### src/common/gem_pkg.sv
package gem_pkg;

  // ----------------------------------------------------------------------
  // link word and cluster geometry
  // ----------------------------------------------------------------------
  localparam int n_clst          = 4;    // clusters per link word
  localparam int clst_bits       = 14;   // 3 bit size + 11 bit strip address
  localparam int link_bits       = 56;   // n_clst * clst_bits
  localparam int n_feb           = 24;   // front-end boards per chamber
  localparam int n_roll          = 8;    // eta partitions
  localparam int n_vfat_per_roll = 3;
  localparam int pad_per_vfat    = 64;
  localparam int invalid_feb     = 24;   // feb code for a cluster outside the chamber
  localparam int invalid_pad     = 192;  // one past the last pad in a roll

  // ----------------------------------------------------------------------
  // storage and injector sizes
  // ----------------------------------------------------------------------
  localparam int raw_adr_bits    = 11;   // 2048 deep raw hits store
  localparam int inj_adr_bits    = 10;   // 1024 deep injector rams
  localparam int inj_data_bits   = 16;
  localparam int tbin_bits       = 12;   // run length counter, wraps the ram
  localparam int gem_id          = 0;    // chamber id matched against inj_wr.igem

  typedef struct packed {
    logic [2:0]  cnt;                    // cluster size
    logic [10:0] adr;                    // strip address, vfat id in [10:6]
  } cluster_t;

  typedef struct packed {
    logic       vpf;                     // valid pattern flag
    logic [4:0] feb;
    logic [2:0] roll;
    logic [7:0] pad;                     // pad within the roll
  } cluster_info_t;

  typedef struct packed {
    logic [inj_adr_bits-1:0]  adr;       // injector word address (time bin)
    logic [1:0]               sel;       // which of the four cluster rams
    logic [1:0]               igem;      // target chamber
    logic [inj_data_bits-1:0] data;
    logic                     wen;       // level, rising edge writes
  } inj_wr_t;

  typedef enum logic {
    inj_pass,                            // clusters come from the link
    inj_running                          // clusters come from the injector rams
  } inj_state_t;

endpackage

### src/injector/inj_ctrl.sv
`timescale 1ns/10ps

module inj_ctrl (
  input  logic                             clock,
  input  logic                             sm_reset,
  input  logic                             inj_go,         // start pulse, ignored mid run
  input  logic [gem_pkg::tbin_bits-1:0]    inj_last_tbin,  // last time bin of the run
  output logic [gem_pkg::inj_adr_bits-1:0] tbin_adr,       // injector ram read address
  output logic                             pass            // 1 = link data, 0 = injected
);

  gem_pkg::inj_state_t           state;
  logic [gem_pkg::tbin_bits-1:0] tbin_cnt;   // time bin within the run
  logic                          tbin_done;  // last bin reached

  assign tbin_done = (tbin_cnt == inj_last_tbin);
  assign tbin_adr  = tbin_cnt[gem_pkg::inj_adr_bits-1:0];  // long runs wrap the ram

  // ----------------------------------------------------------------------
  // run state machine
  // ----------------------------------------------------------------------
  always_ff @(posedge clock) begin
    if (sm_reset) begin
      state <= gem_pkg::inj_pass;
    end else begin
      case (state)
        gem_pkg::inj_pass: begin
          if (inj_go) begin
            state <= gem_pkg::inj_running;
          end
        end
        gem_pkg::inj_running: begin
          if (tbin_done) begin
            state <= gem_pkg::inj_pass;
          end
        end
        default: state <= gem_pkg::inj_pass;
      endcase
    end
  end

  // counter held at zero while passing, so a run always starts at bin 0
  always_ff @(posedge clock) begin
    if (sm_reset || state == gem_pkg::inj_pass) begin
      tbin_cnt <= '0;
    end else begin
      tbin_cnt <= tbin_cnt + 1'b1;
    end
  end

  // one cycle behind the state, lines up with the ram read latency
  always_ff @(posedge clock) begin
    if (sm_reset) begin
      pass <= 1'b1;
    end else begin
      pass <= (state == gem_pkg::inj_pass);
    end
  end

endmodule

### config.mk
export PLATFORM = sky130hd
export DESIGN_NAME = inj_ctrl
export DESIGN_NICKNAME = d
export VERILOG_FILES = /design/src/common/gem_pkg.sv /design/src/injector/inj_ctrl.sv
export SDC_FILE = /design/constraint.sdc
export NUM_CORES = 1
export LEC_CHECK = 0
export ABC_AREA = 1
export BUFFER_PORTS_ARGS = -buffer_cell sky130_fd_sc_hd__buf_2
export CAP_MARGIN = 30
export CORE_ASPECT_RATIO = 1.5
export CORE_UTILIZATION = 35
export DETAILED_ROUTE_END_ITERATION = 12
export PLACE_DENSITY = 0.55
export SLEW_MARGIN = 15
export SYNTH_ARGS = -nofsm -noshare
export SYNTH_HDL_FRONTEND = slang
export SYNTH_SLANG_ARGS = --single-unit
### constraint.sdc
create_clock -name clock -period 3.3 [get_ports clock]
set_input_delay 0 -clock clock [delete_from_list [all_inputs] [get_ports clock]]
set_output_delay 0 -clock clock [all_outputs]
set_load 0.03 [all_outputs]
==> reports/qor.txt, run 1 <==
Fin Setup TNS: 0 ns
area leader, netlist: dfxtp_1
CTS H-tree lvls: 1
Hold Path Depth: 4
WP buf/inv: 2
sequential share of the synthesized area: 33.8%
Reg2Reg Depth: 10
remaining antenna violation count: 0
antenna cells: 0
CP Depth: 10
Critical Path Fanout Max: 5
RSZ-0062 raised after global routing: false
post-synth top area share: 33.8%
synthesized instance count: 116
top-count cell post-synth: nand2_1
crit path kind: register to register
max_slew headroom: 85.9%
Reg clk slew, reported paths: 0.08 ns
area grow syn2layout: 15.1%
Avg Cell Area, Syn: 7.14 um2
Hold Crit Class: primary input to register
crit-path max cell delay: 0.41 ns
pre-CTS setup slack: 1.98 ns
Cell Area, Synth: 828 um2
# nets final: 153
Top delay family on crit path: simple AND/OR/NAND/NOR gates
Final Hold Vio Count: 0
WP data arrival: 1.54 ns
post-synth cell types: 20
CTS Buffer Depth: 2
number of synthesized flops with an enable pin: 0
Crit-path slowest cell: dfxtp_1
Initial Util: 37.1%
fraction of layout cells with a size suffix above 1: 27.2%
GP Congestion: 0.735
Fin Clk Skew: 0.00227 ns
fill count: 244
pwr/cell area: 355 nW/um2
Synth Register Bits: 14
Die H: 61.6 um
aggregate routed wire length: 1550 um
crit-path cells: ha_1 -> nand2_1 -> inv_1 -> nand2_1 -> nor2_2 -> nand2_1 -> clkinv_1 -> nand3_1 -> nand2_1 -> nor2_1
final setup margin: 1.94 ns
CTS Buf Count: 3
clk_lat worst skew: 0.28 ns
Tcrit/Tclk final: 41.3%
post-CTS setup buffers: 0
vias in the first global route: 646
Leak: 0.453 nW
sequential cell area: 280 um2
Fmax: 733 MHz
port bufs: 25
worst endpoint required time: 3.48 ns
I/O Pins: 26
max-cap violations: 0
Die ar.: 2570 um2
Top FF cell, synth: dfxtp_1
Worst path most repeated cell: nand2_1
crit start category: register
routed vias/inst: 4.58
synth top area cells: dfxtp_1 (34%), nand2_1 (13%), xnor2_1 (9.5%), buf_4 (9.1%), nor2_1 (5.9%)
routed via count: 728
clk sinks: 14
DRT Pass-1 Iters: 4
Core ar.: 2230 um2
status: finished, final reports clean
DR iter-0 viols: 17
post-DP HPWL: 1250 um
Slew Limit Fails: 0
Final min period: 1.36 ns
Worst Tran Pin Value: 0.211 ns
initial antenna violation count: 0
GRT overflow: 0
post-synth net total: 132
area of the multi-input gates: 417 um2
largest net degree at the start of global routing: 10
post-synthesis async set-or-reset flop share: 0%
CTS root buffer: clkbuf_4
Rows: 21
CP endpoint kind: register
chip width: 41.7 um
GRT Util Overall: 12.4%
Synth Warn #: 0
Final Setup Violations: 0
post-DR wirelength/cell: 9.76 um
first-pass GRT wire length: 2420 um
VDD IR-drop max: 0.186 mV
Post-synth top cells: nand2_1 (29), dfxtp_1 (14), nor2_1 (13)
TritonCTS clock tree: yes
DRC viols: 0
## per-stage QoR
step	instances	total power, mW	area (um2)	hold slack, ns	util (%)
floorplan	116	0.205	828	0.110	-
global placement	154	0.219	907	0.198	40.6
detailed placement	154	0.220	907	0.204	40.6
CTS	159	0.343	953	0.0384	42.7
global route	159	0.354	953	0.0590	42.7
finish	159	0.338	953	0.0397	42.7
## where the power goes
group	switching, mW	internal, mW
logic	0.0227	0.0186
clock network	0.0551	0.0671
registers	0.00237	0.172
total	0.0802	0.258
## what timing repair did
item,4_1_cts,5_1_grt
hold buffers,1,0
endpoints found under the hold margin,1,0
resized for setup,0,0
## final timing paths
| kind | from | end | slack [ns] |
|---|---|---|---|
| min | sm_reset | state | 0.04 |
| max | tbin_cnt[0] | tbin_cnt[10] | 1.94 |
| min reg2reg | tbin_cnt[0] | tbin_cnt[0] | 0.50 |
| max reg2reg | tbin_cnt[0] | tbin_cnt[10] | 1.94 |
## worst register-to-register path, cell delays in order, from the launching register on
cell and delay [ns]:
dfxtp_1 0.41, ha_1 0.19, nand2_1 0.05, inv_1 0.07
nand2_1 0.09, nor2_2 0.12, nand2_1 0.08, clkinv_1 0.09
nand3_1 0.07, nand2_1 0.06, nor2_1 0.03
## final cells by class
class,instances,area share (%)
inverters,15,5.91
well taps,23,3.02
multi-input cells,77,43.7
flip-flops and latches,14,29.4
clock buffers,4,3.81
repair buffers,26,14.2
## metal layers
layer | share of wire, % | GRT usage [%]
met1 | 39 | 11.3
met2 | 53 | 25.0
met3 | 3.9 | 1.76
met4 | 3.8 | 9.22
met5 | 0 | 0
## flip-flops by register name, indices dropped and copies added (netlist names)
name,flops
pass,1
tbin_cnt,12
state,1
## placed cells by master (no fill, tap or decap), drive strengths merged
cell          n
dlygate4sd3   1
clkbuf        4
o21bai        1
a21oi         6
nand2        30
inv          14
o21ai         4
buf          25
xnor2         9
nand3         5
xor2          1
dfxtp        14
ha            1
clkinv        1
nor2         16
nor3          3
nor3b         1
## logic make-up after synthesis
| kind of cell | after synthesis | share of synthesized area [%] |
|---|---|---|
| XOR/XNOR | 10 | 10.6 |
| AO/OA/AOI/OAI | 11 | 7.40 |
| buffers and inverters | 25 | 15.9 |
| flip-flops | 14 | 33.8 |
| AND/OR/NAND/NOR | 55 | 30.8 |
| adder cells (fa/ha/maj) | 1 | 1.51 |
No activity file was read; power rests on OpenSTA's default activity.
==> run 2, diff against run 1 <==
ABC_AREA = 0   (was 1)
PLACE_DENSITY = 0.56   (was 0.55)
clock period = 1.4 ns   (was 3.3 ns; I/O delays follow)
==> reports/qor.txt, run 2 <==
chip width: 39.7 um (-4.9%)
aggregate routed wire length: 1550 um (unchanged)
Regs by FF count: tbin_cnt (12), pass (1), state (1)
Synth Register Bits: 14 (unchanged)
top-count cell post-synth: dfxtp_1
reg2reg end: state
sequential cell area: 283 um2 (+0.89%)
worst endpoint required time: 1.54 ns (-1.94 ns)
RSZ-0062 raised after global routing: false
Critical R2R Launch: tbin_cnt[1]
crit-path cells: buf_4 -> xnor2_1 -> nand4_1 -> nor4_1 -> a41oi_1
antenna cells: 0 (unchanged)
Post-synth top cells: dfxtp_1 (14), xnor2_1 (12), nor2_1 (11)
Die ar.: 2320 um2 (-9.7%)
crit path kind: register to register
post-synth top area share: 37.6% (+3.8 points)
WP data arrival: 1.43 ns (-0.11 ns)
max_slew headroom: 65.4% (-20 points)
CP endpoint kind: register
max reg flops: 12 (unchanged)
Rows: 20 (-4.8%)
Reg2Reg Setup Slack: 0.11 ns (-1.82 ns)
Core ar.: 2030 um2 (-9.2%)
first-pass GRT wire length: 2500 um (+3.1%)
Slew Limit Fails: 0 (unchanged)
GP Congestion: 0.763 (+3.7%)
VDD IR-drop max: 0.407 mV (+120%)
port bufs: 25 (unchanged)
Area after DPL: 848 um2 (-6.5%)
Non-Filler Instances: 128 (-19%)
synth top area cells: dfxtp_1 (38%), xnor2_1 (14%), buf_4 (10%), xor2_1 (9.4%), nor2_1 (5.5%)
final setup margin: 0.112 ns (-1.82 ns)
fin util: 44.6% (+1.9 points)
Final Cell Area: 903 um2 (-5.2%)
post-synthesis async set-or-reset flop share: 0% (unchanged)
DRT Pass-1 Iters: 8 (+4)
post-CTS setup buffers: 0 (unchanged)
Endpoint, Worst Hold: state
Crit-path slowest cell: dfxtp_1
status: finished with violations
largest net degree at the start of global routing: 14 (+4)
Final Hold Vio Count: 0 (unchanged)
Top FF cell, synth: dfxtp_1
Fin Clk Skew: 0.000883 ns (-0.00139 ns)
post-synth cell types: 21 (+5.0%)
remaining antenna violation count: 0 (unchanged)
initial antenna violation count: 0 (unchanged)
Die H: 58.5 um (-5.0%)
crit-path max cell delay: 0.32 ns (-0.09 ns)
Worst Tran Pin Value: 0.519 ns (+0.308 ns)
Leak: 0.377 nW (-17%)
Final min period: 1.29 ns (-0.0753 ns)
GRT overflow: 0 (unchanged)
Fmax: 776 MHz (+5.8%)
Tcrit/Tclk final: 92.0% (+51 points)
Initial Util: 36.7% (-0.36 points)
Cell Area, Synth: 744 um2 (-10%)
# nets final: 124 (-19%)
clk_lat worst skew: 0.27 ns (about the same)
Avg Cell Area, Syn: 8.86 um2 (+24%)
Placed Instances: 124 (-19%)
CTS Buffer Depth: 2 (unchanged)
sequential share of the synthesized area: 37.6% (+3.8 points)
area of the multi-input gates: 390 um2 (-6.3%)
synthesized instance count: 84 (-28%)
Fin Setup TNS: 0 ns (unchanged)
vias in the first global route: 615 (-4.8%)
crit start category: register
CTS H-tree lvls: 1 (unchanged)
post-DP HPWL: 1180 um (-5.6%)
most common cell after layout, fill and taps aside: buf_2
pwr/cell area: 777 nW/um2 (+120%)
hold_sp: inj_go
most frequent cells in the layout: buf_2 (25), xnor2_1 (12), dfxtp_1 (12)
DRC viols: 1 (+1)
Reg clk slew, reported paths: 0.08 ns (about the same)
fill count: 212 (-13%)
largest reg by FF count: tbin_cnt
failing checks: design-rule violations
TritonCTS clock tree: yes
routed vias/inst: 4.80 (+4.9%)
max-cap violations: 0 (unchanged)
Hold Crit Class: primary input to register
routed via count: 615 (-16%)
post-DR wirelength/cell: 12.1 um (+24%)
post-synth net total: 100 (-24%)
pre-CTS setup slack: 0.0461 ns (-1.93 ns)
area leader, netlist: dfxtp_1
number of synthesized flops with an enable pin: 0 (unchanged)
GRT Util Overall: 15.8% (+3.4 points)
Critical Path Fanout Max: 4 (-1)
Hold Path Depth: 3 (-1)
Final Setup Violations: 0 (unchanged)
CTS Buf Count: 3 (unchanged)
fraction of layout cells with a size suffix above 1: 37.7% (+11 points)
I/O Pins: 26 (unchanged)
area grow syn2layout: 21.3%
DR iter-0 viols: 12 (-5)
CTS root buffer: clkbuf_4
Reg2Reg Depth: 5 (-5)
clk sinks: 14 (unchanged)
Synth Warn #: 0 (unchanged)
==> run 2: how the worst max path moves through the flow <==
stage | startpoint | slack [ns] | cells after the start | endpoint
after CTS | tbin_cnt[0] | 0.03 | 5 | tbin_cnt[10]
after detailed placement | tbin_cnt[0] | 0.05 | 5 | tbin_cnt[10]
after global routing | tbin_cnt[0] | 0.003 | 5 | tbin_cnt[11]
after floorplan | tbin_cnt[0] | 0.13 | 5 | tbin_cnt[10]
after global placement | tbin_cnt[0] | 0.07 | 5 | tbin_cnt[10]
final | tbin_cnt[1] | 0.11 | 5 | state
==> run 2: layout make-up <==
cell class / count / area share, %
Inverter: 4 / 1.66
Timing Repair Buffer: 30 / 18.3
Tap cell: 22 / 3.05
Clock buffer: 3 / 2.49
Multi-Input combinational cell: 55 / 43.2
Sequential cell: 14 / 31.3
==> run 2: per-stage QoR <==
step,hold WS (ns),total power [mW]
global placement,0.270,0.485
floorplan,0.169,0.454
CTS,0.0192,0.713
global route,0.0200,0.734
finish,0.0218,0.702
detailed placement,0.273,0.486
==> run 2: cell families after synthesis <==
kind of cell,share of synthesized area (%)
and+or+nand+nor,19.7
xor gates and xnor gates,23.5
buffers and inverters,12.6
DFF,37.6
AOI/OAI and AO/OA,4.87
adders and majority gates,1.68
==> run 2: metal layers <==
layer	wire length, um	vias to the layer above	global-route usage [%]	share of wire [%]
li1	-	312	-	-
met1	644	278	17.6	41
met2	778	20	25.5	50
met3	96	5	4.91	6.2
met4	33	0	8.87	2.1
met5	0	-	0	0
==> run 2: worst max-delay path: cells and delay by family, from the launching register on <==
family                    cells  cell delay (ns)
AOI/OAI and AO/OA             1             0.16
xor gates and xnor gates      1             0.16
buffers and inverters         1             0.14
DFF                           1             0.32
and+or+nand+nor               2             0.37
==> run 2: repair_timing <==
item | in CTS | in global routing
gates resized for setup | 0 | 6
endpoints found under the hold margin | 1 | 0
setup endpoints to repair | 0 | 4
hold buffers | 1 | 0
==> run 2: power by group <==
part | total [mW] | internal [mW] | switching [mW]
clock | 0.224 | 0.0997 | 0.124
sequential | 0.407 | 0.404 | 0.00300
combinational | 0.0716 | 0.0350 | 0.0366
total | 0.702 | 0.538 | 0.163
