## src/common/gem_pkg.sv

```systemverilog
package gem_pkg;

  // ----------------------------------------------------------------------
  // link word and cluster geometry
  // ----------------------------------------------------------------------
  localparam int n_clst          = 4;    // clusters per link word
  localparam int clst_bits       = 14;   // 3 bit size + 11 bit strip address
  localparam int link_bits       = 56;   // n_clst * clst_bits
  localparam int n_feb           = 24;   // front-end boards per chamber
  localparam int n_roll          = 8;    // eta partitions
  localparam int n_vfat_per_roll = 3;
  localparam int pad_per_vfat    = 64;
  localparam int invalid_feb     = 24;   // feb code for a cluster outside the chamber
  localparam int invalid_pad     = 192;  // one past the last pad in a roll

  // ----------------------------------------------------------------------
  // storage and injector sizes
  // ----------------------------------------------------------------------
  localparam int raw_adr_bits    = 11;   // 2048 deep raw hits store
  localparam int inj_adr_bits    = 10;   // 1024 deep injector rams
  localparam int inj_data_bits   = 16;
  localparam int tbin_bits       = 12;   // run length counter, wraps the ram
  localparam int gem_id          = 0;    // chamber id matched against inj_wr.igem

  typedef struct packed {
    logic [2:0]  cnt;                    // cluster size
    logic [10:0] adr;                    // strip address, vfat id in [10:6]
  } cluster_t;

  typedef struct packed {
    logic       vpf;                     // valid pattern flag
    logic [4:0] feb;
    logic [2:0] roll;
    logic [7:0] pad;                     // pad within the roll
  } cluster_info_t;

  typedef struct packed {
    logic [inj_adr_bits-1:0]  adr;       // injector word address (time bin)
    logic [1:0]               sel;       // which of the four cluster rams
    logic [1:0]               igem;      // target chamber
    logic [inj_data_bits-1:0] data;
    logic                     wen;       // level, rising edge writes
  } inj_wr_t;

  typedef enum logic {
    inj_pass,                            // clusters come from the link
    inj_running                          // clusters come from the injector rams
  } inj_state_t;

endpackage

```

## src/rtl/cluster_decode.sv

```systemverilog
`timescale 1ns/10ps

module cluster_decode (
  input  gem_pkg::cluster_t      clst,  // selected cluster
  output gem_pkg::cluster_info_t info   // valid flag and chamber coordinates
);

  logic [4:0] vfat;      // natural vfat id
  logic [4:0] vfat_div;  // vfat / 3
  logic [4:0] vfat_mod;  // vfat % 3
  logic [2:0] roll;      // eta partition of this vfat
  logic [1:0] grp;       // vfat position across the roll, 0..2

  // vfats are numbered roll by roll, three per roll, so
  // the board number interleaves rolls in steps of eight
  always_comb begin
    vfat     = clst.adr[10:6];
    vfat_div = vfat / 5'(gem_pkg::n_vfat_per_roll);
    vfat_mod = vfat % 5'(gem_pkg::n_vfat_per_roll);
    roll     = vfat_div[2:0];
    grp      = vfat_mod[1:0];

    info.vpf = ~&clst.adr[10:9];        // top two address bits set means no cluster

    if (vfat < 5'(gem_pkg::n_roll * gem_pkg::n_vfat_per_roll)) begin
      info.roll = roll;
      info.feb  = 5'(roll) + 5'(grp) * 5'(gem_pkg::n_roll);  // 0..7, 8..15, 16..23
      info.pad  = 8'(grp) * 8'(gem_pkg::pad_per_vfat)       // vfat offset in the roll
                + 8'(clst.adr[5:0]);                         // strip pair within vfat
    end else begin
      info.roll = '0;                                        // out of chamber
      info.feb  = 5'(gem_pkg::invalid_feb);
      info.pad  = 8'(gem_pkg::invalid_pad);
    end
  end

endmodule

```

## config.mk

```make
export PLATFORM = sky130hd
export DESIGN_NAME = cluster_decode
export DESIGN_NICKNAME = d
export VERILOG_FILES = /design/src/common/gem_pkg.sv /design/src/rtl/cluster_decode.sv
export SDC_FILE = /design/constraint.sdc
export NUM_CORES = 1
export LEC_CHECK = 0
export BUFFER_PORTS_ARGS = -buffer_cell sky130_fd_sc_hd__buf_2
export CELL_PAD_IN_SITES_DETAIL_PLACEMENT = 0
export CELL_PAD_IN_SITES_GLOBAL_PLACEMENT = 1
export CORE_MARGIN = 4
export CORE_UTILIZATION = 29
export DETAILED_ROUTE_END_ITERATION = 16
export PLACE_DENSITY = 0.88
export SYNTH_ARGS = -nofsm -noshare
export SYNTH_HDL_FRONTEND = slang
export SYNTH_SLANG_ARGS = --single-unit
```

## constraint.sdc

```tcl
create_clock -name vclk -period 4.72
set_input_delay 0.944 -clock vclk [all_inputs]
set_output_delay 0.944 -clock vclk [all_outputs]
set_load 0.01 [all_outputs]
```

==> results of run 1 <==
[power by group through the flow]
stage	registers, W	clock network (W)	logic [W]
floorplan	0	0	0.0000578
global placement	0	0	0.0000788
detailed placement	0	0	0.0000800
CTS	0	0	0.0000803
global route	0	0	0.0000915
finish	0	0	0.0000821
[worst max-delay path: stages]
cell and delay, ns:
buf_2 0.15, ha_4 0.29, and3b_1 0.18, o21ai_2 0.14
o21ai_0 0.11, ha_1 0.31, nand2b_1 0.18, a21o_1 0.21
a32oi_1 0.21, a311oi_1 0.09, or4b_1 0.48, o211ai_1 0.11
buf_2 0.16
[logic make-up (layout without fill, tap and decap cells)]
kind of cell    Yosys count  in the layout
simple gates             31             31
mux                       2              2
fa+ha+maj                 3              3
compound gates           20             20
buf+inv                  14             37
[worst max path at each step]
stage / slack [ns] / startpoint / end / cells past startpoint
6_report: 0.20 / clst[10] / info[14] / 13
5_1_grt: 0.02 / clst[10] / info[6] / 15
4_1_cts: 0.11 / clst[10] / info[14] / 15
3_3_place_gp: 0.19 / clst[10] / info[14] / 15
3_5_place_dp: 0.12 / clst[10] / info[14] / 15
2_1_floorplan: 0.07 / clst[9] / info[14] / 14
[Yosys cell counts (2+ instances only)]
cell,instances
o21ai_0,2
buf_4,6
ha_1,3
o211ai_1,2
inv_1,5
a21boi_0,2
a21o_1,3
and2_1,6
nand3_1,2
nor2_1,6
a21oi_1,3
nand2_1,5
clkbuf_1,2
mux2i_1,2
nand2b_1,5
[layer usage]
metal | GRT usage | part of all wire
met2 | 0.154 | 0.53
met4 | 0.0108 | 0.022
met5 | 0 | 0
met3 | 0 | 0.0064
met1 | 0.152 | 0.44
[per-stage QoR]
stage               instance area (um2)  power (W)  hold slack [ns]  worst slack, ns  std cells
global route                        607  0.0000915             2.20           0.0211        109
CTS                                 594  0.0000803             2.17            0.112        109
detailed placement                  594  0.0000800             2.17            0.121        109
global placement                    594  0.0000788             2.18            0.187        109
finish                              607  0.0000821             2.17            0.200        109
floorplan                           468  0.0000578             2.03           0.0655         70
[area by class of cell]
| class | instances | area share |
|---|---|---|
| well taps | 16 | 0.0330 |
| multi-input cells | 56 | 0.656 |
| repair buffers | 32 | 0.280 |
| inverters | 5 | 0.0309 |
==> run_summary.xml, run 1 <==
<?xml version="1.0" encoding="UTF-8"?>
<metrics>
  <group name="logic_synthesis">
    <metric name="synthDominantCellAreaShare" unit="">0.0963</metric>
    <metric name="synthTopCellsByArea" unit="">buf_4 (9.6%), and2_1 (8.0%), ha_1 (8.0%)</metric>
    <metric name="number_of_instances_in_the_synthesized_netlist" unit="">70</metric>
    <metric name="synth_adder_area_share" unit="">0.0802</metric>
    <metric name="synth_simple_gate_area_share" unit="">0.382</metric>
    <metric name="combined_area_of_all_synthesized_cells" unit="um2">468</metric>
    <metric name="synth.avg_cell_area" unit="um2">6.68</metric>
    <metric name="yosysUniqueCellTypes" unit="">31</metric>
    <metric name="synth_mux_area_frac" unit="">0.0428</metric>
    <metric name="synth-seq-area-share" unit="">0</metric>
    <metric name="syn_nets" unit="">87</metric>
    <metric name="synth-xor-area-share" unit="">0</metric>
    <metric name="synth_compound_area_frac" unit="">0.318</metric>
    <metric name="netlist.top_cell.by_area" unit="">buf_4</metric>
    <metric name="yosysWarnings" unit="">0</metric>
    <metric name="dominant_combinational_cell_family_by_area_after_synthesis" unit="">simple AND/OR/NAND/NOR gates</metric>
  </group>
  <group name="min_path">
    <metric name="hold_path.class" unit="">input port to output pin</metric>
    <metric name="timing.hold.worst_path_depth" unit="">3</metric>
    <metric name="worst_hold_path.endpoint" unit="">info[3]</metric>
    <metric name="worstHoldStart" unit="">clst[3]</metric>
  </group>
  <group name="power">
    <metric name="seq_power_share" unit="">0</metric>
    <metric name="power.clock.fraction" unit="">0</metric>
    <metric name="p_per_area" unit="mW/mm2">135</metric>
    <metric name="swShare" unit="">0.541</metric>
    <metric name="p_sw" unit="W">0.0000444</metric>
    <metric name="leakagePower" unit="nW">0.306</metric>
    <metric name="cellInternalPower" unit="W">0.0000377</metric>
    <metric name="combinationalPowerShare" unit="">1.000</metric>
    <metric name="ir_worst_vdd" unit="mV">0.0566</metric>
  </group>
  <group name="drt">
    <metric name="drt.antenna.violating_nets" unit="">0</metric>
    <metric name="drt_drc_violations_left" unit="">0</metric>
    <metric name="avgViaCountPerCell" unit="">5.02</metric>
    <metric name="avgRoutedWirePerCell" unit="um">11.5</metric>
    <metric name="drt_initial_violations" unit="">10</metric>
    <metric name="drtPass1Iterations" unit="">4</metric>
    <metric name="detail_route.wirelength" unit="mm">1.25</metric>
    <metric name="dr_total_vias" unit="">547</metric>
  </group>
  <group name="placement">
    <metric name="place_congestion" unit="">0.726</metric>
    <metric name="number_of_port_buffers" unit="">28</metric>
    <metric name="dp_hpwl" unit="um">991</metric>
  </group>
  <group name="timing">
    <metric name="timing.fmax" unit="MHz">221</metric>
    <metric name="layout_worst_path_cycle_share" unit="">0.958</metric>
    <metric name="fin_tns_setup" unit="ns">0</metric>
    <metric name="final-max-slew-violation-count" unit="">0</metric>
    <metric name="max_slew_margin" unit="">0.695</metric>
    <metric name="timing.final.crit_period" unit="ns">4.52</metric>
    <metric name="setup_viol_count_final" unit="">0</metric>
    <metric name="rsz0062_at_grt" unit="">no</metric>
    <metric name="tightest_slew" unit="ns">0.451</metric>
    <metric name="hold_viol_final" unit="">0</metric>
  </group>
  <group name="finish">
    <metric name="fin_util" unit="">0.398</metric>
    <metric name="n_antenna_cell" unit="">0</metric>
    <metric name="net_total_in_the_final_layout" unit="">112</metric>
    <metric name="flops_and_latches" unit="">0</metric>
    <metric name="filler_cell_count" unit="">163</metric>
    <metric name="most-common-layout-cells" unit="">buf_2 (28), nor2_1 (6), and2_1 (6)</metric>
    <metric name="area_growth_syn_to_layout" unit="%">29.7</metric>
    <metric name="final_layout_size_suffix_gt1_frac" unit="">0.398</metric>
    <metric name="clock_buffers" unit="">0</metric>
    <metric name="regArea" unit="um2">0</metric>
    <metric name="multi_input_area" unit="um2">398</metric>
    <metric name="layout.cells.most_common" unit="">buf_2</metric>
  </group>
  <group name="grt">
    <metric name="global_route_wire_length_before_repair" unit="mm">1.75</metric>
    <metric name="globalRouteOverflowTotal" unit="">0</metric>
    <metric name="grt_usage" unit="">0.0977</metric>
    <metric name="pin_count_of_the_biggest_net_entering_global_routing" unit="">12</metric>
    <metric name="antenna_found_initial" unit="">0</metric>
    <metric name="first_global_vias" unit="">414</metric>
  </group>
  <group name="clocking">
    <metric name="cts-hold-fix-buffers" unit="">0</metric>
    <metric name="ctsResizeCount" unit="">0</metric>
    <metric name="postCtsSetupBuffers" unit="">0</metric>
  </group>
  <group name="floorplanning">
    <metric name="floorplan.die_area" unit="mm2">0.00232</metric>
    <metric name="floorplan.initialDensity" unit="">0.307</metric>
    <metric name="design.portCount" unit="">31</metric>
    <metric name="die_width" unit="um">48.2</metric>
    <metric name="fp.dieH" unit="um">48.2</metric>
    <metric name="floorplan.core_area" unit="mm2">0.00152</metric>
    <metric name="floorplan.rows" unit="">14</metric>
  </group>
  <group name="run">
    <metric name="cap_violations" unit="">0</metric>
  </group>
  <group name="outcome">
    <metric name="outcome" unit="">finished clean</metric>
  </group>
  <group name="critical_path">
    <metric name="data_required_critical_path" unit="ns">3.78</metric>
    <metric name="cp.arrival" unit="ns">3.58</metric>
    <metric name="path_max_fanout" unit="">7</metric>
    <metric name="critical_path_class" unit="">input port to output pin</metric>
    <metric name="startpoint_type" unit="">input port</metric>
    <metric name="end_kind" unit="">output pin</metric>
  </group>
</metrics>
No activity file was read; power rests on OpenSTA's default activity.
==> run 2: changes to the inputs <==
--- a/config.mk
+++ b/config.mk
@@ -8,7 +8,6 @@
 export BUFFER_PORTS_ARGS = -buffer_cell sky130_fd_sc_hd__buf_2
 export CELL_PAD_IN_SITES_DETAIL_PLACEMENT = 0
 export CELL_PAD_IN_SITES_GLOBAL_PLACEMENT = 1
-export CORE_MARGIN = 4
 export CORE_UTILIZATION = 29
 export DETAILED_ROUTE_END_ITERATION = 16
 export PLACE_DENSITY = 0.88
==> run_summary.xml, run 2 (synthesis gave the netlist of run 1 again) <==
<?xml version="1.0" encoding="UTF-8"?>
<metrics>
  <group name="outcome">
    <metric name="outcome" unit="">complete, but fails checks</metric>
    <metric name="violations" unit="">design-rule violations</metric>
  </group>
  <group name="power">
    <metric name="design_power_total" unit="W">0.0000791</metric>
    <metric name="p_per_area" unit="mW/mm2">131</metric>
    <metric name="p_sw" unit="W">0.0000422</metric>
    <metric name="seq_power_share" unit="">0</metric>
    <metric name="combinationalPowerShare" unit="">1.000</metric>
    <metric name="power.clock.fraction" unit="">0</metric>
    <metric name="ir_worst_vdd" unit="mV">0.0597</metric>
    <metric name="swShare" unit="">0.534</metric>
    <metric name="leakagePower" unit="nW">0.311</metric>
    <metric name="cellInternalPower" unit="W">0.0000369</metric>
  </group>
  <group name="min_path">
    <metric name="hold_path.class" unit="">input port to output pin</metric>
  </group>
  <group name="drt">
    <metric name="drt_drc_violations_left" unit="">1</metric>
    <metric name="dr_total_vias" unit="">532</metric>
    <metric name="drtPass1Iterations" unit="">12</metric>
    <metric name="avgViaCountPerCell" unit="">4.84</metric>
    <metric name="avgRoutedWirePerCell" unit="um">9.18</metric>
    <metric name="drt.antenna.violating_nets" unit="">0</metric>
    <metric name="drt_initial_violations" unit="">13</metric>
    <metric name="detail_route.wirelength" unit="mm">1.01</metric>
  </group>
  <group name="critical_path">
    <metric name="data_required_critical_path" unit="ns">3.78</metric>
    <metric name="cp_slowest_stage_delay" unit="ns">0.48</metric>
    <metric name="cp.arrival" unit="ns">3.54</metric>
    <metric name="startpoint_type" unit="">input port</metric>
    <metric name="cp.buffers_inverters" unit="">2</metric>
    <metric name="path_max_fanout" unit="">7</metric>
    <metric name="critPathTopFamily" unit="">simple AND/OR/NAND/NOR gates</metric>
    <metric name="crit_chain" unit="">buf_2, ha_1, and3b_1, o21ai_2, o21ai_0, ha_1, nand2b_1, a21o_1, a32oi_1, a311oi_1, or4b_1, o211ai_1, buf_2</metric>
    <metric name="slowest_stage" unit="">or4b_1</metric>
    <metric name="end_kind" unit="">output pin</metric>
    <metric name="critical_path_class" unit="">input port to output pin</metric>
  </group>
  <group name="timing">
    <metric name="max_slew_margin" unit="">0.733</metric>
    <metric name="hold_viol_final" unit="">0</metric>
    <metric name="layout_worst_path_cycle_share" unit="">0.950</metric>
    <metric name="timing.fmax" unit="MHz">223</metric>
    <metric name="fin_tns_setup" unit="ns">0</metric>
    <metric name="rsz0062_at_grt" unit="">no</metric>
    <metric name="final-max-slew-violation-count" unit="">0</metric>
    <metric name="tightest_slew" unit="ns">0.394</metric>
    <metric name="setup_viol_count_final" unit="">0</metric>
    <metric name="hold_slack" unit="ns">2.17</metric>
    <metric name="timing.final.crit_period" unit="ns">4.49</metric>
  </group>
  <group name="placement">
    <metric name="place_area" unit="um2">602</metric>
    <metric name="place_congestion" unit="">0.773</metric>
    <metric name="number_of_port_buffers" unit="">28</metric>
    <metric name="dp_hpwl" unit="um">860</metric>
    <metric name="placed_cells" unit="">110</metric>
  </group>
  <group name="floorplanning">
    <metric name="floorplan.die_area" unit="mm2">0.00178</metric>
    <metric name="design.portCount" unit="">31</metric>
    <metric name="floorplan.rows" unit="">14</metric>
    <metric name="floorplan.initialDensity" unit="">0.311</metric>
    <metric name="fp.dieH" unit="um">42.2</metric>
    <metric name="die_width" unit="um">42.2</metric>
    <metric name="floorplan.core_area" unit="mm2">0.00151</metric>
  </group>
  <group name="grt">
    <metric name="antenna_found_initial" unit="">0</metric>
    <metric name="pin_count_of_the_biggest_net_entering_global_routing" unit="">12</metric>
    <metric name="grt_usage" unit="">0.110</metric>
    <metric name="first_global_vias" unit="">428</metric>
    <metric name="globalRouteOverflowTotal" unit="">0</metric>
    <metric name="global_route_wire_length_before_repair" unit="mm">1.65</metric>
  </group>
  <group name="finish">
    <metric name="filler_cell_count" unit="">157</metric>
    <metric name="flops_and_latches" unit="">0</metric>
    <metric name="clock_buffers" unit="">0</metric>
    <metric name="post_layout_nonfiller_instances" unit="">110</metric>
    <metric name="final_layout_size_suffix_gt1_frac" unit="">0.394</metric>
    <metric name="multi_input_area" unit="um2">385</metric>
    <metric name="regArea" unit="um2">0</metric>
    <metric name="layout.cells.most_common" unit="">buf_2</metric>
    <metric name="net_total_in_the_final_layout" unit="">113</metric>
    <metric name="design_area" unit="um2">602</metric>
    <metric name="most-common-layout-cells" unit="">buf_2 (28), nor2_1 (6), and2_1 (6)</metric>
    <metric name="area_growth_syn_to_layout" unit="%">28.6</metric>
    <metric name="n_antenna_cell" unit="">0</metric>
  </group>
  <group name="clocking">
    <metric name="postCtsSetupBuffers" unit="">0</metric>
    <metric name="ctsResizeCount" unit="">0</metric>
    <metric name="cts-hold-fix-buffers" unit="">0</metric>
  </group>
  <group name="run">
    <metric name="cap_violations" unit="">0</metric>
  </group>
</metrics>
run 2: worst paths after layout:
check	startpoint	endpoint	slack [ns]	cells past startpoint
hold / removal	clst[0]	info[0]	2.17	3
setup / recovery	clst[10]	info[6]	0.23	13
run 2: final cells by class:
class,count,area share
Tap cell,16,0.0333
Timing Repair Buffer,33,0.295
Multi-Input combinational cell,56,0.640
Inverter,5,0.0312
run 2: through the flow:
stage	utilization	setup slack, ns
3_5_place_dp	0.400	0.229
6_report	0.400	0.234
2_1_floorplan	-	0.0655
5_1_grt	0.400	0.0296
3_3_place_gp	0.400	0.212
4_1_cts	0.400	0.222
run 2: per-layer routing:
layer	track usage	vias to the layer above	part of all wire
li1	-	291	-
met1	0.148	236	0.48
met2	0.206	5	0.50
met3	0	0	0.013
met4	0	0	0
met5	0	-	0
run 2: power by group through the flow:
stage	Combinational, W	Sequential [W]	Clock [W]
2_1_floorplan	0.0000578	0	0
3_3_place_gp	0.0000789	0	0
3_5_place_dp	0.0000793	0	0
4_1_cts	0.0000796	0	0
5_1_grt	0.0000886	0	0
6_report	0.0000791	0	0
